## config.mk

```make
export PLATFORM = sky130hd
export DESIGN_NAME = pixel_pair_averager_flat
export DESIGN_NICKNAME = d
export VERILOG_FILES = /design/src/logic/pixel_pkg.sv /design/src/logic/scaler_pkg.sv /design/src/logic/line_buffer_if.sv /design/src/logic/pixel_pair_averager.sv /design/src/flat_wrapper.sv
export SDC_FILE = /design/constraint.sdc
export NUM_CORES = 1
export LEC_CHECK = 0
export BUFFER_PORTS_ARGS = -buffer_cell sky130_fd_sc_hd__clkbuf_2
export CORE_UTILIZATION = 30
export DETAILED_ROUTE_END_ITERATION = 7
export PLACE_DENSITY = 0.54
export SLEW_MARGIN = 20
export SYNTH_ARGS = -nofsm -noshare
export SYNTH_HDL_FRONTEND = slang
export SYNTH_SLANG_ARGS = --single-unit
```

## constraint.sdc

```tcl
create_clock -name pixclk_in -period 3.6 [get_ports pixclk_in]
set_clock_uncertainty 0.2 [all_clocks]
set_input_delay 0.54 -clock pixclk_in [delete_from_list [all_inputs] [get_ports pixclk_in]]
set_output_delay 0.54 -clock pixclk_in [all_outputs]
set_load 0.005 [all_outputs]
```

## src/logic/pixel_pkg.sv

```systemverilog
package pixel_pkg;

  localparam int chan_w = 8;          // bits per colour channel
  localparam int pix_w  = 3 * chan_w; // rgb888 word

  // channel order matches the incoming stream, red in the top byte
  typedef struct packed {
    logic [chan_w-1:0] r;
    logic [chan_w-1:0] g;
    logic [chan_w-1:0] b;
  } rgb_t;

  // same 24 bits seen two ways
  typedef union packed {
    logic [pix_w-1:0] flat; // as stored in the line buffer
    rgb_t             rgb;  // as the averagers use it
  } pixel_u;

  // per channel floor(a/2) + floor(b/2)
  // halving first keeps the sum inside 8 bits, so no carry leaks into the next channel
  function automatic pixel_u avg_pixel(pixel_u a, pixel_u b);
    pixel_u y;
    y.rgb.r = (a.rgb.r >> 1) + (b.rgb.r >> 1);
    y.rgb.g = (a.rgb.g >> 1) + (b.rgb.g >> 1);
    y.rgb.b = (a.rgb.b >> 1) + (b.rgb.b >> 1);
    return y;
  endfunction

endpackage

```

## src/logic/scaler_pkg.sv

```systemverilog
package scaler_pkg;

  // output line width when the top level keeps its default
  // source lines are twice this long
  localparam int dst_width_default = 320;

  // ping-pong pages per bank
  // one page fills while the other is read out
  localparam int n_pages = 2;

  // bank select follows source line parity
  // even lines land in bank_even, odd lines in bank_odd
  typedef enum logic {
    bank_even = 1'b0,
    bank_odd  = 1'b1
  } bank_e;

endpackage

```

## src/logic/line_buffer_if.sv

```systemverilog
// write side, horizontal stage into the line buffer
interface lb_wr_if #(
  parameter int dst_width = scaler_pkg::dst_width_default
);

  localparam int addr_w = $clog2(dst_width); // column address

  logic              wr_en;   // buffer always accepts
  scaler_pkg::bank_e wr_bank; // line parity
  logic              wr_page; // ping-pong page
  logic [addr_w-1:0] wr_addr; // output column
  pixel_pkg::pixel_u wr_data; // horizontally averaged pixel

  modport producer (
    output wr_en, wr_bank, wr_page, wr_addr, wr_data
  );

  modport consumer (
    input wr_en, wr_bank, wr_page, wr_addr, wr_data
  );

endinterface


```

## src/logic/pixel_pair_averager.sv

```systemverilog
module pixel_pair_averager #(
  parameter int dst_width = scaler_pkg::dst_width_default
) (
  input  logic              pixclk_in,
  input  logic              rst_n,
  input  logic              i_de,         // high for one source line
  input  pixel_pkg::pixel_u i_pixel,
  lb_wr_if.producer         lb_wr,
  output logic              o_pair_ready, // line pair complete
  output logic              o_pair_page   // page just finished
);

  localparam int addr_w = $clog2(dst_width);
  localparam logic [addr_w-1:0] last_col = addr_w'(dst_width - 1);

  logic              de_q;       // i_de delayed, for falling edge
  logic              have_first; // first pixel of pair held
  pixel_pkg::pixel_u first_pix;
  logic [addr_w-1:0] col;        // next output column
  scaler_pkg::bank_e line_bank;  // parity of current source line
  logic              page;       // page being filled

  // stage 1, averaged pair
  logic              s1_valid;
  pixel_pkg::pixel_u s1_avg;
  logic [addr_w-1:0] s1_addr;
  scaler_pkg::bank_e s1_bank;
  logic              s1_last;    // last column of the line

  logic              pair_done;

  // pairing and line tracking
  always_ff @(posedge pixclk_in) begin
    if (!rst_n) begin
      de_q       <= 1'b0;
      have_first <= 1'b0;
      col        <= '0;
      line_bank  <= scaler_pkg::bank_even;
      s1_valid   <= 1'b0;
    end else begin
      de_q     <= i_de;
      s1_valid <= 1'b0;
      if (i_de) begin
        if (!have_first) begin
          have_first <= 1'b1; // wait for partner
        end else begin
          have_first <= 1'b0;
          s1_valid   <= 1'b1;
          col        <= col + 1'b1;
        end
      end else begin
        have_first <= 1'b0; // stray half pair dropped
        col        <= '0;
        if (de_q) begin
          // end of line, flip parity
          line_bank <= (line_bank == scaler_pkg::bank_even) ?
                       scaler_pkg::bank_odd : scaler_pkg::bank_even;
        end
      end
    end
  end

  // pixel payload
  always_ff @(posedge pixclk_in) begin
    if (i_de && !have_first) begin
      first_pix <= i_pixel;
    end
    if (i_de && have_first) begin
      s1_avg  <= pixel_pkg::avg_pixel(first_pix, i_pixel);
      s1_addr <= col;
      s1_bank <= line_bank;
      s1_last <= (col == last_col);
    end
  end

  // last pair of an odd line closes the line pair
  assign pair_done = s1_valid && s1_last && (s1_bank == scaler_pkg::bank_odd);

  // stage 2, write strobe, page flip and handoff
  always_ff @(posedge pixclk_in) begin
    if (!rst_n) begin
      lb_wr.wr_en  <= 1'b0;
      o_pair_ready <= 1'b0;
      o_pair_page  <= 1'b0;
      page         <= 1'b0;
    end else begin
      lb_wr.wr_en  <= s1_valid;
      o_pair_ready <= pair_done; // same cycle as the last write
      if (pair_done) begin
        o_pair_page <= page; // old page goes to the reader
        page        <= ~page;
      end
    end
  end

  // write payload, page sampled before the flip
  always_ff @(posedge pixclk_in) begin
    if (s1_valid) begin
      lb_wr.wr_bank <= s1_bank;
      lb_wr.wr_page <= page;
      lb_wr.wr_addr <= s1_addr;
      lb_wr.wr_data <= s1_avg;
    end
  end

endmodule

```

## src/flat_wrapper.sv

```systemverilog
// flat-port wrapper written by rule: the top's interface ports become plain ports
module pixel_pair_averager_flat 
#(
  parameter int dst_width = scaler_pkg::dst_width_default
)
  (pixclk_in, rst_n, i_de, i_pixel, o_pair_ready, o_pair_page, lb_wr_wr_en, lb_wr_wr_bank, lb_wr_wr_page, lb_wr_wr_addr, lb_wr_wr_data);
  lb_wr_if #(.dst_width(dst_width)) lb_wr_i ();
  input  logic pixclk_in;
  input  logic rst_n;
  input  logic i_de;
  input  pixel_pkg::pixel_u i_pixel;
  output logic o_pair_ready;
  output logic o_pair_page;
  output wire logic [$bits(lb_wr_i.wr_en)-1:0] lb_wr_wr_en;
  output wire logic [$bits(lb_wr_i.wr_bank)-1:0] lb_wr_wr_bank;
  output wire logic [$bits(lb_wr_i.wr_page)-1:0] lb_wr_wr_page;
  output wire logic [$bits(lb_wr_i.wr_addr)-1:0] lb_wr_wr_addr;
  output wire logic [$bits(lb_wr_i.wr_data)-1:0] lb_wr_wr_data;
  assign lb_wr_wr_en = lb_wr_i.wr_en;
  assign lb_wr_wr_bank = lb_wr_i.wr_bank;
  assign lb_wr_wr_page = lb_wr_i.wr_page;
  assign lb_wr_wr_addr = lb_wr_i.wr_addr;
  assign lb_wr_wr_data = lb_wr_i.wr_data;
  pixel_pair_averager #(.dst_width(dst_width)) u_core (.pixclk_in(pixclk_in), .rst_n(rst_n), .i_de(i_de), .i_pixel(i_pixel), .lb_wr(lb_wr_i), .o_pair_ready(o_pair_ready), .o_pair_page(o_pair_page));
endmodule
```

==> out/metrics.cfg <==
[clock_network]
root_buffer=clkbuf_16
clockBufferDepth=2
cts_max_level=3
cts_made_buffers=9
cts_tree=yes
cts_setup_buffers=0
cts-resized-gates=0
cts_sinks=108
holdBufCountCts=0
clkTransAtPathRegs_ns=0.07
clk_latency_ns=0.36

[global_route]
grt_max_degree=38
antenna_found_initial=0
grt_pass1_vias=2098
track_usage_pct=9.631
grt_first_pass_wirelength_microns=10220
grt_remaining_overflow=0

[power]
peakVddDrop_uv=281.7
p_leak_nw=1.889
power_density_nw_per_um2=520.6
fin_total_pwr_mw=2.611

[final_layout]
multi_input_area_sq_um=1050
area_delta_synth_final_pct=20.10
fin_area_sq_um=5016
drive_above_1_share_pct=25.30
layout_commonest_cell=edfxtp_1
layout.nets=383
layout_common_cells=91 x edfxtp_1, 61 x clkbuf_2, 22 x ha_1
fillers=1271
num_antenna_cells=0
regArea_sq_um=3074

[timing]
worst_pin_slew_ns=0.8930
layout_min_cycle_time_ns=2.142
clock.fmax_mhz=466.9
fin_tns_setup_ns=0
relSlewSlack_pct=40.46
hold_violations=0
finalSetupViolCount=0
rsz0062_at_grt=false
fin_hold_ws_ns=0.1786
fin_crit_sh_pct=59.49
slew_violations=0

[detailed_routing]
wl_met3_microns=390
dr.pass1.iters=4
top_layer=met4
drcViolationCount=0
ant_nets=0
wl_met2_microns=2944
met1Wirelength_microns=2838
first_iter_violations=81
vias_per_cell=4.371
wirelength_microns=6292
wire_per_inst_microns=12.29
vias=2238

[synthesis]
synth-main-ff-cell=edfxtp_1
yosys_warnings=0
async_flop_share_pct=0
yosysTopAreaCell=edfxtp_1
synth_edf_count=91
syn_nets=312
ys_seq_area_share_pct=73.58
syn_avg_cell_area_sq_um=16.06
synth_area_sq_um=4177
synth_cell_types=36
syn_inst=260
yosys.area.top_type_share_pct=65.43
synth_area_leaders=edfxtp_1 65%, dfxtp_1 8.1%, ha_1 6.6%, xnor2_1 2.1%, a21oi_1 1.7%
synth-seq-cells=108

[setup_path]
endpoint_kind=register
arrival_ns=2.05
critPathKind=reg -> reg
cp.required_ns=3.51
worst_setup_path_start_kind=register
crit_fanout=3

[place]
gp_congestion=0.7203
dp_hpwl_microns=4283
dpl_cell_area_sq_um=4706
io_buffers=61

[floorplanning]
dieArea_sq_um=14400
io_pins=65
start_util_pct=31.17
die_h_microns=120.0
core_area_sq_um=13400
die_width_microns=120.0
rows=42

[job]
maxCapViolations=0

[worst_hold_path]
hp-class=in -> reg

[status]
outcome=finished, final reports clean

[metrics by stage]
step | worst slack (ns) | std cells | util (%)
2_1_floorplan | 1.385 | 260 | -
6_report | 1.458 | 512 | 37.43
5_1_grt | 1.362 | 512 | 37.43
4_1_cts | 1.458 | 512 | 37.43
3_3_place_gp | 1.171 | 496 | 35.12
3_5_place_dp | 1.126 | 496 | 35.12
[critical path, stage by stage, from the launching register on]
cell	delay, ns
edfxtp_1	0.33
ha_1	0.16
inv_1	0.06
fa_1	0.39
nor2b_1	0.16
o31a_1	0.20
nor4_1	0.07
a311o_1	0.32
[report_power, final]
| part | leakage [nW] | total, mW | switching, mW | internal, mW |
|---|---|---|---|---|
| Clock | 0.146 | 1.01 | 0.463 | 0.551 |
| Combinational | 0.764 | 0.178 | 0.0961 | 0.0820 |
| Sequential | 0.979 | 1.42 | 0.0157 | 1.40 |
| Total | 1.89 | 2.61 | 0.575 | 2.04 |
[layer usage]
metal,vias up,GRT usage (%)
met5,-,0
met4,0,4.219
met3,12,4.658
met2,50,14.98
met1,1062,11.21
li1,1114,-
[flip-flops by register name, summed over array words and instances (netlist names)]
signal                cells
u_core.col                9
u_core.s1_addr            9
u_core.s1_valid           1
u_core.lb_wr.wr_addr      9
u_core.first_pix         21
u_core.have_first         1
u_core.s1_avg            24
u_core.lb_wr.wr_data     24
u_core.line_bank          1
u_core.lb_wr.wr_page      1
u_core.s1_bank            1
u_core.page               1
u_core.o_pair_page        1
u_core.s1_last            1
u_core.de_q               1
u_core.o_pair_ready       1
u_core.lb_wr.wr_bank      1
u_core.lb_wr.wr_en        1
[synth_stat cells, drive strengths merged, types with 5 or more instances]
cell,number
edfxtp,91
a21o,5
nand3,5
ha,22
xnor2,10
nor2b,8
nand2,5
a21oi,14
nor2,16
dfxtp,17
inv,13
o21ai,10
xor2,8
[logic make-up after synthesis]
logic type                 share of synthesized area (%)
and+or+nand+nor                                    6.381
DFF                                                73.58
buffers and inverters                              1.378
muxes                                             0.4793
xor gates and xnor gates                           3.775
AOI/OAI and AO/OA                                  6.382
adders and majority gates                          8.029
[area by class of cell]
class	count	share of cell area (%)
clock inverter	7	1.696
sequential	108	61.29
inverter	13	0.9728
tap	176	4.390
timing repair buffer	62	6.236
multi-input combinational	137	20.93
clock buffer	9	4.490
[worst paths after layout]
kind	from	end	slack (ns)	depth (start not counted)
min	i_pixel[15]	u_core.first_pix[15]$_DFFE_PP_	0.18	1
min reg2reg	u_core.s1_addr[3]$_DFFE_PP_	u_core.lb_wr.wr_addr[3]$_DFFE_PP_	0.22	0
max reg2reg	u_core.first_pix[9]$_DFFE_PP_	u_core.s1_avg[14]$_DFFE_PP_	1.46	7
max	u_core.first_pix[9]$_DFFE_PP_	u_core.s1_avg[14]$_DFFE_PP_	1.46	7
Note: power is estimated with default switching activity, not from simulation.
