[src/logic/pixel_pkg.sv]
package pixel_pkg;

  localparam int chan_w = 8;          // bits per colour channel
  localparam int pix_w  = 3 * chan_w; // rgb888 word

  // channel order matches the incoming stream, red in the top byte
  typedef struct packed {
    logic [chan_w-1:0] r;
    logic [chan_w-1:0] g;
    logic [chan_w-1:0] b;
  } rgb_t;

  // same 24 bits seen two ways
  typedef union packed {
    logic [pix_w-1:0] flat; // as stored in the line buffer
    rgb_t             rgb;  // as the averagers use it
  } pixel_u;

  // per channel floor(a/2) + floor(b/2)
  // halving first keeps the sum inside 8 bits, so no carry leaks into the next channel
  function automatic pixel_u avg_pixel(pixel_u a, pixel_u b);
    pixel_u y;
    y.rgb.r = (a.rgb.r >> 1) + (b.rgb.r >> 1);
    y.rgb.g = (a.rgb.g >> 1) + (b.rgb.g >> 1);
    y.rgb.b = (a.rgb.b >> 1) + (b.rgb.b >> 1);
    return y;
  endfunction

endpackage

[src/logic/scaler_pkg.sv]
package scaler_pkg;

  // output line width when the top level keeps its default
  // source lines are twice this long
  localparam int dst_width_default = 320;

  // ping-pong pages per bank
  // one page fills while the other is read out
  localparam int n_pages = 2;

  // bank select follows source line parity
  // even lines land in bank_even, odd lines in bank_odd
  typedef enum logic {
    bank_even = 1'b0,
    bank_odd  = 1'b1
  } bank_e;

endpackage

[src/logic/line_buffer_if.sv]


// read side, both banks at one page and column
interface lb_rd_if #(
  parameter int dst_width = scaler_pkg::dst_width_default
);

  localparam int addr_w = $clog2(dst_width);

  logic              rd_en;
  logic              rd_page;
  logic [addr_w-1:0] rd_addr;
  pixel_pkg::pixel_u rd_data_even; // valid one cycle after rd_en
  pixel_pkg::pixel_u rd_data_odd;  // same timing

  modport requester (
    output rd_en, rd_page, rd_addr,
    input  rd_data_even, rd_data_odd
  );

  modport memory (
    input  rd_en, rd_page, rd_addr,
    output rd_data_even, rd_data_odd
  );

endinterface

[src/logic/row_pair_averager.sv]
module row_pair_averager #(
  parameter int dst_width = scaler_pkg::dst_width_default
) (
  input  logic              pixclk_in,
  input  logic              rst_n,
  input  logic              i_pair_ready, // one-cycle pulse
  input  logic              i_pair_page,  // finished page
  lb_rd_if.requester        lb_rd,
  output logic              o_de,
  output pixel_pkg::pixel_u o_pixel
);

  localparam int addr_w = $clog2(dst_width);
  localparam logic [addr_w-1:0] last_addr = addr_w'(dst_width - 1);

  logic rd_valid; // read data present this cycle

  // read sweep over one finished page
  always_ff @(posedge pixclk_in) begin
    if (!rst_n) begin
      lb_rd.rd_en   <= 1'b0;
      lb_rd.rd_page <= 1'b0;
      lb_rd.rd_addr <= '0;
    end else if (i_pair_ready) begin
      lb_rd.rd_en   <= 1'b1;
      lb_rd.rd_page <= i_pair_page; // held for the whole sweep
      lb_rd.rd_addr <= '0;
    end else if (lb_rd.rd_en) begin
      if (lb_rd.rd_addr == last_addr) begin
        lb_rd.rd_en <= 1'b0; // dst_width reads done
      end else begin
        lb_rd.rd_addr <= lb_rd.rd_addr + 1'b1;
      end
    end
  end

  // ram latency marker
  always_ff @(posedge pixclk_in) begin
    if (!rst_n) begin
      rd_valid <= 1'b0;
    end else begin
      rd_valid <= lb_rd.rd_en;
    end
  end

  // vertical average, even row with odd row
  always_ff @(posedge pixclk_in) begin
    if (!rst_n) begin
      o_de    <= 1'b0;
      o_pixel <= '0;
    end else begin
      o_de <= rd_valid;
      if (rd_valid) begin
        o_pixel <= pixel_pkg::avg_pixel(lb_rd.rd_data_even, lb_rd.rd_data_odd);
      end else begin
        o_pixel <= '0; // blank between lines
      end
    end
  end

endmodule

[src/flat_wrapper.sv]
// flat-port wrapper written by rule: the top's interface ports become plain ports
module row_pair_averager_flat 
#(
  parameter int dst_width = scaler_pkg::dst_width_default
)
  (pixclk_in, rst_n, i_pair_ready, i_pair_page, o_de, o_pixel, lb_rd_rd_en, lb_rd_rd_page, lb_rd_rd_addr, lb_rd_rd_data_even, lb_rd_rd_data_odd);
  lb_rd_if #(.dst_width(dst_width)) lb_rd_i ();
  input  logic pixclk_in;
  input  logic rst_n;
  input  logic i_pair_ready;
  input  logic i_pair_page;
  output logic o_de;
  output pixel_pkg::pixel_u o_pixel;
  output wire logic [$bits(lb_rd_i.rd_en)-1:0] lb_rd_rd_en;
  output wire logic [$bits(lb_rd_i.rd_page)-1:0] lb_rd_rd_page;
  output wire logic [$bits(lb_rd_i.rd_addr)-1:0] lb_rd_rd_addr;
  input wire logic [$bits(lb_rd_i.rd_data_even)-1:0] lb_rd_rd_data_even;
  input wire logic [$bits(lb_rd_i.rd_data_odd)-1:0] lb_rd_rd_data_odd;
  assign lb_rd_rd_en = lb_rd_i.rd_en;
  assign lb_rd_rd_page = lb_rd_i.rd_page;
  assign lb_rd_rd_addr = lb_rd_i.rd_addr;
  assign lb_rd_i.rd_data_even = lb_rd_rd_data_even;
  assign lb_rd_i.rd_data_odd = lb_rd_rd_data_odd;
  row_pair_averager #(.dst_width(dst_width)) u_core (.pixclk_in(pixclk_in), .rst_n(rst_n), .i_pair_ready(i_pair_ready), .i_pair_page(i_pair_page), .lb_rd(lb_rd_i), .o_de(o_de), .o_pixel(o_pixel));
endmodule
[config.mk]
export PLATFORM = sky130hd
export DESIGN_NAME = row_pair_averager_flat
export DESIGN_NICKNAME = d
export VERILOG_FILES = /design/src/logic/pixel_pkg.sv /design/src/logic/scaler_pkg.sv /design/src/logic/line_buffer_if.sv /design/src/logic/row_pair_averager.sv /design/src/flat_wrapper.sv
export SDC_FILE = /design/constraint.sdc
export NUM_CORES = 1
export LEC_CHECK = 0
export ABC_AREA = 1
export BUFFER_PORTS_ARGS = -buffer_cell sky130_fd_sc_hd__clkbuf_2
export CORE_AREA = 2 2 70 72
export CTS_CLUSTER_SIZE = 14
export DETAILED_ROUTE_END_ITERATION = 10
export DIE_AREA = 0 0 72 74
export GPL_TIMING_DRIVEN = 0
export HOLD_SLACK_MARGIN = 0.1
export PLACE_DENSITY_LB_ADDON = 0.25
export SYNTH_ARGS = -nofsm -noshare
export SYNTH_HDL_FRONTEND = slang
export SYNTH_SLANG_ARGS = --single-unit
[constraint.sdc]
create_clock -name pixclk_in -period 1.9 [get_ports pixclk_in]
set_clock_uncertainty 0.1 [all_clocks]
set_input_delay 0.285 -clock pixclk_in [delete_from_list [all_inputs] [get_ports pixclk_in]]
set_output_delay 0.285 -clock pixclk_in [all_outputs]
set_load 0.1 [all_outputs]
==> impl_summary.txt, run 1 <==
----------------------------------------------------
[Placed design]
  Weighted congestion reported at the end of routability-driven placement ... 0.793
  Post-detailed-placement half-perimeter wirelength ... 3.48 mm
  Port Buffers ... 81

[Worst setup path]
  Worst Path Max Fanout ... 6
  Critical path data arrival time ... 1210 ps
  Beginning of the worst register-to-register path ... u_core.lb_rd.rd_addr[0]$_SDFFE_PP0P_
  Reg2Reg Capture Point ... u_core.lb_rd.rd_addr[5]$_SDFFE_PP0P_
  Worst endpoint required time ... 1510 ps
  Buffer and inverter count on the worst path ... 1
  WP depth ... 1
  Startpoint type of the worst setup path ... flip-flop
  Type of the worst setup path ... flip-flop to primary output
  Number of cell instances on the worst register-to-register path ... 7
  Cells along the critical path ... clkbuf_2
  Critical path capture point type ... primary output
  Slack of the worst reg-to-reg path ... 490 ps
  Crit-path slowest cell ... sky130_fd_sc_hd__clkbuf_2
  CP top delay family ... buffers and inverters
  Delay of the slowest cell on the worst path ... 490 ps

[Drt]
  Total length of routed wires ... 4.28 mm
  Detailed-router iteration count before antenna repair ... 4
  Post-DR vias/cell ... 4.60
  Routed via count ... 2022
  Number of remaining DRC errors ... 0
  Iteration-0 DRC Markers ... 59
  Mean routed wirelength per cell ... 9.73 um
  Number of routed nets with antenna violations ... 0

[STA]
  Final number of setup-violating endpoints ... 0
  Final cycle utilization of the critical path ... 0.840
  Pin slew with the least headroom to its limit ... 558 ps
  Final critical-path required period ... 1600 ps
  Worst slew margin ... 0.629
  Total count of max-transition violations in the final report ... 0
  Post-route setup TNS ... 0 ps
  RSZ-0062 raised after global routing ... no
  Fmax ... 0.627 GHz
  Hold Violations, Final ... 0

[Floorplanning]
  Die width ... 72 um
  Height of the chip ... 74 um
  Core area ... 4600 um2
  Top-Level Pins ... 88
  Initial core utilization ... 0.456
  Number of cell rows ... 25
  Die outline area ... 5330 um2

[Clocking]
  Number of hold buffers added after CTS ... 0
  CTS tree ... built
  Buffer depth of the longest clock path ... 2
  Post-CTS sizing ... 0
  Setup fix buffers added after clock tree synthesis ... 0
  Sink count of the clock tree ... 37
  Worst-skew pair later-pin latency ... 280 ps
  Clk pin slew, worst setup/hold paths ... 70 ps
  Library cell used as clock root buffer ... sky130_fd_sc_hd__clkbuf_8
  Number of CTS-inserted buffers ... 5
  Depth of the CTS H-tree ... 2

[Logic synthesis]
  EDFF count, synth ... 0
  Cell area after technology mapping ... 2100 um2
  Count of distinct cell types in the synthesized netlist ... 24
  Most used flip-flop cell after synthesis ... sky130_fd_sc_hd__dfxtp_1
  Per-instance average area after synthesis ... 7.04 um2
  Post-synth ARST share ... 0
  Synth warn ... 0
  Share of the yosys chip area belonging to registers ... 0.353
  Total nets after synthesis ... 375
  Total of flip-flops plus latches after synthesis ... 37
  Synthesized netlist cell count ... 298

[Power]
  PD cells ... 691 nW/um2
  Maximum ir drop on the vdd rail ... 274 uV
  Total power draw ... 0.00184 W
  Leakage power figure ... 1.47 nW

[Status]
  Outcome ... completed

[Global routing]
  Remaining global-route overflow ... 0
  Total track usage ... 0.174
  Largest net degree at the start of global routing ... 11
  Vias in the first global route ... 1824
  First-pass GRT wire length ... 7.35 mm
  Antenna violations before repair ... 0

[Hold path]
  Cell count of the worst hold path ... 3
  HP Class ... input port to flip-flop
  Start point of the worst min-delay path ... i_pair_page
  Worst Hold End ... u_core.lb_rd.rd_page$_SDFFE_PN0P_

[Layout]
  Area delta synth->final ... 27.0%
  Diodes inserted ... 0
  Proportion of layout cells with a drive suffix above 1 ... 0.277
  Layout Nets ... 463

[Job]
  Number of max-cap violations ... 0

----------------------------------------------------
-- sequential cells by signal, summed over array words and instances (netlist names) --
name and count:
u_core.o_pixel 24, u_core.o_de 1, u_core.lb_rd.rd_page 1, u_core.lb_rd.rd_addr 9, u_core.lb_rd.rd_en 1, u_core.rd_valid 1
-- final cells by class --
class | instances | area, um2
Sequential cell | 37 | 747
Timing Repair Buffer | 81 | 405
Fill cell | 444 | 1930
Tap cell | 54 | 67.6
Multi-Input combinational cell | 213 | 1160
Clock buffer | 7 | 86.3
Inverter | 45 | 169
Buffer | 3 | 23.8
-- power breakdown --
| group | total [W] | internal, W | switching (W) |
|---|---|---|---|
| clock | 0.000547 | 0.000288 | 0.000259 |
| sequential | 0.000807 | 0.000799 | 0.00000799 |
| combinational | 0.000486 | 0.000150 | 0.000337 |
-- Yosys cell counts (all sizes together) (5+ instances only) --
master / instances / area (um2)
a21oi: 25 / 125
and2: 5 / 31.3
dfxtp: 37 / 741
ha: 22 / 275
inv: 44 / 165
nand2: 76 / 293
nand3: 17 / 90.1
nor2: 49 / 196
o21ai: 6 / 30.0
-- per-layer routing --
| metal | routed length, um | track usage | up-vias | part of all wire |
|---|---|---|---|---|
| met3 | 252 | 0.0474 | 6 | 0.059 |
| met2 | 2060 | 0.312 | 48 | 0.48 |
| met1 | 1920 | 0.204 | 858 | 0.45 |
| li1 | - | - | 1110 | - |
| met5 | 0 | 0 | - | 0 |
| met4 | 51 | 0.0503 | 0 | 0.012 |
-- metrics by stage --
stage	setup slack [ps]	instance area [um2]	util	cells	hold WS [ps]
2_1_floorplan	6.28	2100	-	298	283
3_3_place_gp	229	2580	0.561	433	396
3_5_place_dp	225	2580	0.561	433	404
4_1_cts	293	2660	0.579	440	120
5_1_grt	237	2660	0.579	440	147
6_report	304	2660	0.579	440	126
-- cells by family (layout without fill, tap and decap cells) --
group	count (synthesis)	after routing	synth area share
flops	37	37	0.353
buf+inv	48	136	0.0918
simple gates	154	154	0.311
compound gates	34	34	0.0847
fa+ha+maj	25	25	0.160
-- layout by cell type (no fill, tap or decap) --
master,netlist,layout
sky130_fd_sc_hd__clkbuf_2,0,81
sky130_fd_sc_hd__nand2_1,73,73
sky130_fd_sc_hd__nor2_1,44,44
sky130_fd_sc_hd__inv_1,42,42
sky130_fd_sc_hd__dfxtp_1,37,32
sky130_fd_sc_hd__a21oi_1,25,25
sky130_fd_sc_hd__ha_1,22,22
sky130_fd_sc_hd__nand3_1,16,16
sky130_fd_sc_hd__clkbuf_8,0,6
sky130_fd_sc_hd__nor2_2,5,5
sky130_fd_sc_hd__and2_1,5,5
sky130_fd_sc_hd__o21ai_0,5,5
sky130_fd_sc_hd__dfxtp_2,0,5
sky130_fd_sc_hd__nand2_2,3,3
sky130_fd_sc_hd__o21a_1,3,3
sky130_fd_sc_hd__nor3_1,3,3
sky130_fd_sc_hd__fa_1,3,3
sky130_fd_sc_hd__inv_2,2,2
sky130_fd_sc_hd__or2_1,2,2
sky130_fd_sc_hd__buf_6,1,1
sky130_fd_sc_hd__buf_2,1,1
sky130_fd_sc_hd__nand3_2,1,1
sky130_fd_sc_hd__nand3b_1,1,1
sky130_fd_sc_hd__clkinv_1,1,1
sky130_fd_sc_hd__buf_4,1,1
sky130_fd_sc_hd__or2_2,1,1
sky130_fd_sc_hd__o21ai_1,1,1
sky130_fd_sc_hd__clkbuf_1,0,1
-- how the worst max path moves through the flow --
stage / startpoint / to / slack [ps]
global route: u_core.lb_rd.rd_addr[2]$_SDFFE_PP0P_ / lb_rd_rd_addr[2] / 240
finish: u_core.lb_rd.rd_addr[2]$_SDFFE_PP0P_ / lb_rd_rd_addr[2] / 300
CTS: u_core.lb_rd.rd_addr[2]$_SDFFE_PP0P_ / lb_rd_rd_addr[2] / 290
detailed placement: lb_rd_rd_data_odd[1] / u_core.o_pixel[6]$_SDFF_PN0_ / 220
global placement: lb_rd_rd_data_odd[9] / u_core.o_pixel[14]$_SDFF_PN0_ / 230
floorplan: u_core.lb_rd.rd_addr[2]$_SDFFE_PP0P_ / u_core.lb_rd.rd_addr[5]$_SDFFE_PP0P_ / 6
(Power assumes the default switching activity.)
==> run 2, diff against run 1 <==
ABC_AREA = 0   (was 1)
CORE_AREA = 2 2 72 74   (was 2 2 70 72)
DIE_AREA = 0 0 74 76   (was 0 0 72 74)
clock period = 1.4 ns   (was 1.9 ns; I/O delays follow)
==> impl_summary.txt, run 2 <==
----------------------------------------------------
[Placed design]
  Total cell area at the placement stage ... 2640 um2 (was 2580 um2)
  Port Buffers ... 81 (unchanged)
  Number of instances in the placed design ... 367 (was 433)
  Pre-CTS setup slack ... -391 ps (was 225 ps)
  Weighted congestion reported at the end of routability-driven placement ... 0.782 (was 0.793)
  Post-detailed-placement half-perimeter wirelength ... 3.71 mm (was 3.48 mm)

[Logic synthesis]
  Synth warn ... 0 (unchanged)
  Top cells by area, synth ... sky130_fd_sc_hd__dfxtp_1, sky130_fd_sc_hd__ha_1, sky130_fd_sc_hd__o21ai_0, sky130_fd_sc_hd__nor2_1, sky130_fd_sc_hd__a211oi_1 (was sky130_fd_sc_hd__dfxtp_1, sky130_fd_sc_hd__ha_1, sky130_fd_sc_hd__nand2_1, sky130_fd_sc_hd__nor2_1, sky130_fd_sc_hd__inv_1)
  Dominant cell type by area after synthesis ... sky130_fd_sc_hd__dfxtp_1 (unchanged)
  Share of the yosys chip area belonging to registers ... 0.370 (was 0.353)
  Leading post-synthesis cells by instance count ... sky130_fd_sc_hd__dfxtp_1, sky130_fd_sc_hd__ha_1, sky130_fd_sc_hd__nor2_1 (was sky130_fd_sc_hd__nand2_1, sky130_fd_sc_hd__nor2_1, sky130_fd_sc_hd__inv_1)
  Cell area after technology mapping ... 2000 um2 (was 2100 um2)
  Post-synth ARST share ... 0 (unchanged)
  Count of distinct cell types in the synthesized netlist ... 40 (was 24)
  Most instantiated library cell after synthesis ... sky130_fd_sc_hd__dfxtp_1 (was sky130_fd_sc_hd__nand2_1)
  Total of flip-flops plus latches after synthesis ... 37 (unchanged)
  Per-instance average area after synthesis ... 9.26 um2 (was 7.04 um2)
  EDFF count, synth ... 0 (unchanged)
  Total nets after synthesis ... 293 (was 375)
  Synthesized netlist cell count ... 216 (was 298)
  Most used flip-flop cell after synthesis ... sky130_fd_sc_hd__dfxtp_1 (unchanged)
  Yosys top cell area share ... 0.370 (was 0.353)

[Clocking]
  Sink count of the clock tree ... 37 (unchanged)
  Number of CTS-inserted buffers ... 5 (unchanged)
  Clk pin slew, worst setup/hold paths ... 80 ps (was 70 ps)
  Buffer depth of the longest clock path ... 2 (unchanged)
  CTS tree ... built (unchanged)
  Depth of the CTS H-tree ... 2 (unchanged)
  Library cell used as clock root buffer ... sky130_fd_sc_hd__clkbuf_8 (unchanged)
  Worst-skew pair later-pin latency ... 280 ps (about the same)

[Layout]
  Register containing the most flip-flops in the final layout ... u_core.o_pixel (unchanged)
  Layout Nets ... 388 (was 463)
  Total non-filler cell area in the finished layout ... 2840 um2 (was 2660 um2)
  Commonest cells after routing, fill and taps aside ... sky130_fd_sc_hd__clkbuf_2, sky130_fd_sc_hd__dfxtp_1, sky130_fd_sc_hd__nor2_1, sky130_fd_sc_hd__o21ai_0, sky130_fd_sc_hd__ha_1 (was sky130_fd_sc_hd__clkbuf_2, sky130_fd_sc_hd__nand2_1, sky130_fd_sc_hd__nor2_1, sky130_fd_sc_hd__inv_1, sky130_fd_sc_hd__dfxtp_1)
  Filler instances ... 436 (was 444)
  Most common cell after layout, fill and taps aside ... sky130_fd_sc_hd__clkbuf_2 (unchanged)
  Diodes inserted ... 0 (unchanged)
  Area delta synth->final ... 42.1% (was 27.0%)
  Proportion of layout cells with a drive suffix above 1 ... 0.426 (was 0.277)
  Fin cells ... 382 (was 440)
  Number of flip-flops under the largest register name ... 24 (unchanged)
  Registers with the highest flip-flop counts ... u_core.o_pixel x24, u_core.lb_rd.rd_addr x9 (unchanged)

[Floorplanning]
  Top-Level Pins ... 88 (unchanged)
  Die outline area ... 5620 um2 (was 5330 um2)
  Initial core utilization ... 0.407 (was 0.456)
  Die width ... 74 um (was 72 um)
  Height of the chip ... 76 um (was 74 um)
  Core area ... 4910 um2 (was 4600 um2)
  Number of cell rows ... 26 (was 25)

[STA]
  Pin slew with the least headroom to its limit ... 558 ps (about the same)
  Worst slew margin ... 0.630 (was 0.629)
  Fmax ... 0.700 GHz
  Hold Violations, Final ... 0 (unchanged)
  Worst setup margin ... -29.5 ps (was 304 ps)
  RSZ-0062 raised after global routing ... yes (was no)
  Post-route setup TNS ... -42.1 ps (was 0 ps)
  Final number of setup-violating endpoints ... 2 (was 0)
  Final cycle utilization of the critical path ... 1.02
  Total count of max-transition violations in the final report ... 0 (unchanged)
  Final critical-path required period ... 1430 ps

[Global routing]
  Remaining global-route overflow ... 0 (unchanged)
  Largest net degree at the start of global routing ... 12 (was 11)
  Vias in the first global route ... 1755 (was 1824)
  First-pass GRT wire length ... 7.85 mm (was 7.35 mm)
  Antenna violations before repair ... 0 (unchanged)
  Total track usage ... 0.176 (was 0.174)

[Worst setup path]
  Critical path data arrival time ... 1560 ps (was 1210 ps)
  Worst Path Max Fanout ... 3 (was 6)
  Cells along the critical path ... clkbuf_2 > ha_4 > inv_2 > fa_2 > nor2b_4 > o31a_1 > or4_1 > nand3_1 (was clkbuf_2)
  CP top delay family ... simple AND/OR/NAND/NOR gates (was buffers and inverters)
  Delay of the slowest cell on the worst path ... 400 ps (was 490 ps)
  Crit-path slowest cell ... sky130_fd_sc_hd__or4_1 (was sky130_fd_sc_hd__clkbuf_2)
  Type of the worst setup path ... input port to flip-flop (was flip-flop to primary output)
  Buffer and inverter count on the worst path ... 2 (was 1)
  Startpoint type of the worst setup path ... input port (was flip-flop)
  Worst endpoint required time ... 1530 ps (was 1510 ps)
  Critical path capture point type ... flip-flop (was primary output)

[Drt]
  Detailed-router iteration count before antenna repair ... 4 (unchanged)
  Iteration-0 DRC Markers ... 69 (was 59)
  Routed via count ... 1887 (was 2022)
  Number of routed nets with antenna violations ... 0 (unchanged)
  Mean routed wirelength per cell ... 12.8 um (was 9.73 um)
  Number of remaining DRC errors ... 0 (unchanged)
  Post-DR vias/cell ... 4.94 (was 4.60)
  Total length of routed wires ... 4.88 mm (was 4.28 mm)

[Power]
  Total power draw ... 0.00251 W (was 0.00184 W)
  Maximum ir drop on the vdd rail ... 614 uV (was 274 uV)
  Leakage power figure ... 1.31 nW (was 1.47 nW)
  PD cells ... 883 nW/um2 (was 691 nW/um2)

[Status]
  Failing checks ... negative setup slack
  Outcome ... finished, violations left (was completed)

[Hold path]
  HP Class ... input port to flip-flop (unchanged)

[Job]
  Number of max-cap violations ... 0 (unchanged)

----------------------------------------------------
==> run 2: cell count changes in the layout (fill, tap and decap cells not counted), moves of 8 or more <==
cell                       before  now
sky130_fd_sc_hd__a21oi_1       25    6
sky130_fd_sc_hd__buf_2          1    9
sky130_fd_sc_hd__clkbuf_2      81   64
sky130_fd_sc_hd__clkbuf_4       0    9
sky130_fd_sc_hd__dfxtp_4        0   11
sky130_fd_sc_hd__inv_1         42    9
sky130_fd_sc_hd__nand2_1       73    4
sky130_fd_sc_hd__nand3_1       16    5
sky130_fd_sc_hd__nor2_1        44   21
sky130_fd_sc_hd__o21ai_0        5   18
==> run 2: what timing repair did <==
action / CTS / global route
endpoints found under the setup margin: 16 / 19
endpoints found under the hold margin: 2 / 0
pin swaps: 4 / 7
gates resized for setup: 15 / 15
buffers inserted: 2 / 3
hold buffers: 2 / 0
==> run 2: final timing paths <==
check / slack, ps / end / cells after the start / from
max: -30 / u_core.o_pixel[14]$_SDFF_PN0_ / 8 / lb_rd_rd_data_odd[9]
min: 140 / u_core.lb_rd.rd_page$_SDFFE_PN0P_ / 3 / i_pair_ready
max reg2reg: -10 / u_core.lb_rd.rd_addr[0]$_SDFFE_PP0P_ / 6 / u_core.lb_rd.rd_addr[0]$_SDFFE_PP0P_
min reg2reg: 380 / u_core.lb_rd.rd_addr[5]$_SDFFE_PP0P_ / 1 / u_core.lb_rd.rd_addr[5]$_SDFFE_PP0P_
==> run 2: power by group <==
part	switching [W]	internal, W
Sequential	0.0000151	0.00107
Clock	0.000378	0.000345
Combinational	0.000451	0.000256
==> run 2: area by class of cell <==
type                       instances  area [um2]  share of cell area
buffer                             3        13.8             0.00484
clock buffer                       6        72.6              0.0255
tap                               70        87.6              0.0308
multi-input combinational        163        1340               0.471
timing repair buffer              88         488               0.172
clock inverter                     2        10.0             0.00352
sequential                        37         782               0.275
inverter                          13        48.8              0.0172
==> run 2: worst register-to-register path: cells and delay by family (launching register included) <==
family / cells / cell delay (ps)
compound gates: 1 / 220
xor+xnor: 1 / 100
fa+ha+maj: 1 / 170
buf+inv: 1 / 140
flops: 1 / 360
simple gates: 2 / 210
==> run 2: metrics by stage <==
step | hold slack, ps | util
6_report | 142 | 0.579
5_1_grt | 152 | 0.579
4_1_cts | 134 | 0.569
3_5_place_dp | 366 | 0.537
3_3_place_gp | 364 | 0.537
2_1_floorplan | 227 | -
==> run 2: cell families after synthesis <==
group / share of synthesized area
AND/OR/NAND/NOR: 0.193
AO/OA/AOI/OAI: 0.210
flip-flops: 0.370
adder cells (fa/ha/maj): 0.168
buffers and inverters: 0.0306
XOR/XNOR: 0.0131
multiplexers: 0.0156
==> run 2: layer usage <==
layer	vias to the layer above	global-route usage	part of all wire
li1	978	-	-
met1	852	0.206	0.43
met2	53	0.310	0.50
met3	4	0.0556	0.059
met4	0	0.0327	0.0047
met5	-	0	0
==> run 3, diff against run 2 <==
RECOVER_POWER = 25   (was not set)
==> impl_summary.txt, run 3 (synthesized netlist as in run 2, its figures left out) <==
----------------------------------------------------
[STA]
  Min Hold Slack ... 142 ps (about the same)
  Fmax ... 0.700 GHz (about the same)
  Worst slew margin ... 0.630 (about the same)
  Hold Violations, Final ... 0 (unchanged)
  Final critical-path required period ... 1430 ps (about the same)
  RSZ-0062 raised after global routing ... yes (unchanged)
  Final cycle utilization of the critical path ... 1.02 (about the same)
  Post-route setup TNS ... -42.4 ps (was -42.1 ps)
  Pin slew with the least headroom to its limit ... 558 ps (about the same)
  Total count of max-transition violations in the final report ... 0 (unchanged)
  Worst setup margin ... -29.4 ps (was -29.5 ps)
  Final number of setup-violating endpoints ... 2 (unchanged)

[Global routing]
  Total track usage ... 0.176 (unchanged)
  First-pass GRT wire length ... 7.85 mm (unchanged)
  Vias in the first global route ... 1755 (unchanged)
  Largest net degree at the start of global routing ... 12 (unchanged)
  Remaining global-route overflow ... 0 (unchanged)
  Antenna violations before repair ... 0 (unchanged)

[Hold path]
  HP Class ... input port to flip-flop (unchanged)

[Floorplanning]
  Top-Level Pins ... 88 (unchanged)
  Core area ... 4910 um2 (unchanged)
  Number of cell rows ... 26 (unchanged)
  Height of the chip ... 76 um (unchanged)
  Die outline area ... 5620 um2 (unchanged)
  Initial core utilization ... 0.407 (unchanged)
  Die width ... 74 um (unchanged)

[Status]
  Failing checks ... negative setup slack (unchanged)
  Outcome ... finished, violations left (unchanged)

[Clocking]
  Depth of the CTS H-tree ... 2 (unchanged)
  Clk pin slew, worst setup/hold paths ... 80 ps (about the same)
  Number of CTS-inserted buffers ... 5 (unchanged)
  Sink count of the clock tree ... 37 (unchanged)
  CTS tree ... built (unchanged)
  Buffer depth of the longest clock path ... 2 (unchanged)
  Library cell used as clock root buffer ... sky130_fd_sc_hd__clkbuf_8 (unchanged)
  Worst-skew pair later-pin latency ... 280 ps (about the same)

[Worst setup path]
  Cells along the critical path ... clkbuf_2 > ha_4 > inv_2 > fa_2 > nor2b_4 > o31a_1 > or4_1 > nand3_1 (unchanged)
  Crit-path slowest cell ... sky130_fd_sc_hd__or4_1 (unchanged)
  Worst endpoint required time ... 1530 ps (about the same)
  Buffer and inverter count on the worst path ... 2 (unchanged)
  Delay of the slowest cell on the worst path ... 400 ps (about the same)
  Type of the worst setup path ... input port to flip-flop (unchanged)
  Critical path data arrival time ... 1560 ps (about the same)
  Critical path capture point type ... flip-flop (unchanged)
  Startpoint type of the worst setup path ... input port (unchanged)
  CP top delay family ... simple AND/OR/NAND/NOR gates (unchanged)
  Worst Path Max Fanout ... 3 (unchanged)

[Power]
  PD cells ... 883 nW/um2 (about the same)
  Maximum ir drop on the vdd rail ... 614 uV (about the same)
  Leakage power figure ... 1.31 nW (about the same)

[Drt]
  Iteration-0 DRC Markers ... 67 (was 69)
  Post-DR vias/cell ... 4.93 (was 4.94)
  Total length of routed wires ... 4.88 mm (about the same)
  Mean routed wirelength per cell ... 12.8 um (about the same)
  Number of remaining DRC errors ... 0 (unchanged)
  Number of routed nets with antenna violations ... 0 (unchanged)
  Routed via count ... 1883 (was 1887)
  Detailed-router iteration count before antenna repair ... 4 (unchanged)

[Layout]
  Filler instances ... 436 (unchanged)
  Area delta synth->final ... 42.1% (unchanged)
  Total non-filler cell area in the finished layout ... 2840 um2 (unchanged)
  Register containing the most flip-flops in the final layout ... u_core.o_pixel (unchanged)
  Most common cell after layout, fill and taps aside ... sky130_fd_sc_hd__clkbuf_2 (unchanged)
  Share of the core filled with cells ... 0.579 (unchanged)
  Diodes inserted ... 0 (unchanged)
  Number of flip-flops under the largest register name ... 24 (unchanged)
  Registers with the highest flip-flop counts ... u_core.o_pixel x24, u_core.lb_rd.rd_addr x9 (unchanged)
  Proportion of layout cells with a drive suffix above 1 ... 0.423 (was 0.426)
  Layout Nets ... 388 (unchanged)
  Commonest cells after routing, fill and taps aside ... sky130_fd_sc_hd__clkbuf_2, sky130_fd_sc_hd__dfxtp_1, sky130_fd_sc_hd__nor2_1, sky130_fd_sc_hd__o21ai_0, sky130_fd_sc_hd__ha_1 (unchanged)

[Placed design]
  Total cell area at the placement stage ... 2640 um2 (unchanged)
  Port Buffers ... 81 (unchanged)
  Post-detailed-placement half-perimeter wirelength ... 3.71 mm (unchanged)
  Weighted congestion reported at the end of routability-driven placement ... 0.782 (unchanged)

[Job]
  Number of max-cap violations ... 0 (unchanged)

----------------------------------------------------
run 3: cell counts in the layout (fill, tap and decap cells not counted):
Identical to the previous run, type by type.
run 3: final timing paths:
check | from | slack [ps] | cells past startpoint | end
max | lb_rd_rd_data_odd[9] | -30 | 8 | u_core.o_pixel[14]$_SDFF_PN0_
min | i_pair_ready | 140 | 3 | u_core.lb_rd.rd_page$_SDFFE_PN0P_
max reg2reg | u_core.lb_rd.rd_addr[0]$_SDFFE_PP0P_ | -10 | 6 | u_core.lb_rd.rd_addr[0]$_SDFFE_PP0P_
min reg2reg | u_core.lb_rd.rd_addr[5]$_SDFFE_PP0P_ | 380 | 1 | u_core.lb_rd.rd_addr[5]$_SDFFE_PP0P_
run 3: stage by stage:
step	instances	total power, W	setup WS, ps
after global routing	382	0.00264	-78.2
final	382	0.00251	-29.4
after detailed placement	367	0.00178	-391
after CTS	379	0.00252	-25.1
after floorplan	216	0.00160	-187
after global placement	367	0.00177	-355
run 3: final cells by class:
class,instances,area [um2],area share
clock inverter,2,10.0,0.00352
tap,70,87.6,0.0308
multi-input combinational,163,1340,0.471
buffer,3,13.8,0.00484
timing repair buffer,88,488,0.172
sequential,37,782,0.275
clock buffer,6,72.6,0.0255
inverter,13,48.8,0.0172
run 3: worst min-delay path, delay by kind of cell:
| family | cells | cell delay (ps) |
|---|---|---|
| simple gates | 1 | 100 |
| mux | 1 | 70 |
| buf+inv | 1 | 100 |
run 3: routing by layer:
metal  vias to the layer above  track usage  wire, um  share of wire
li1                        979            -         -              -
met1                       851        0.206      2110           0.43
met2                        51        0.310      2480           0.51
met3                         2       0.0556       284          0.058
met4                         0       0.0327        15         0.0031
met5                         -            0         0              0
run 3: repair_timing:
| item | CTS | global route |
|---|---|---|
| buffers inserted | 2 | 3 |
| pin swaps | 4 | 7 |
| resized for setup | 15 | 15 |
| hold buffers | 2 | 0 |
| endpoints found under the hold margin | 2 | 0 |
| setup endpoints to repair | 16 | 19 |
run 3: power by group:
group | internal (W) | switching, W | leakage, nW
sequential | 0.00107 | 0.0000152 | 0.309
combinational | 0.000256 | 0.000451 | 0.956
clock | 0.000345 | 0.000378 | 0.0450
total | 0.00167 | 0.000844 | 1.31
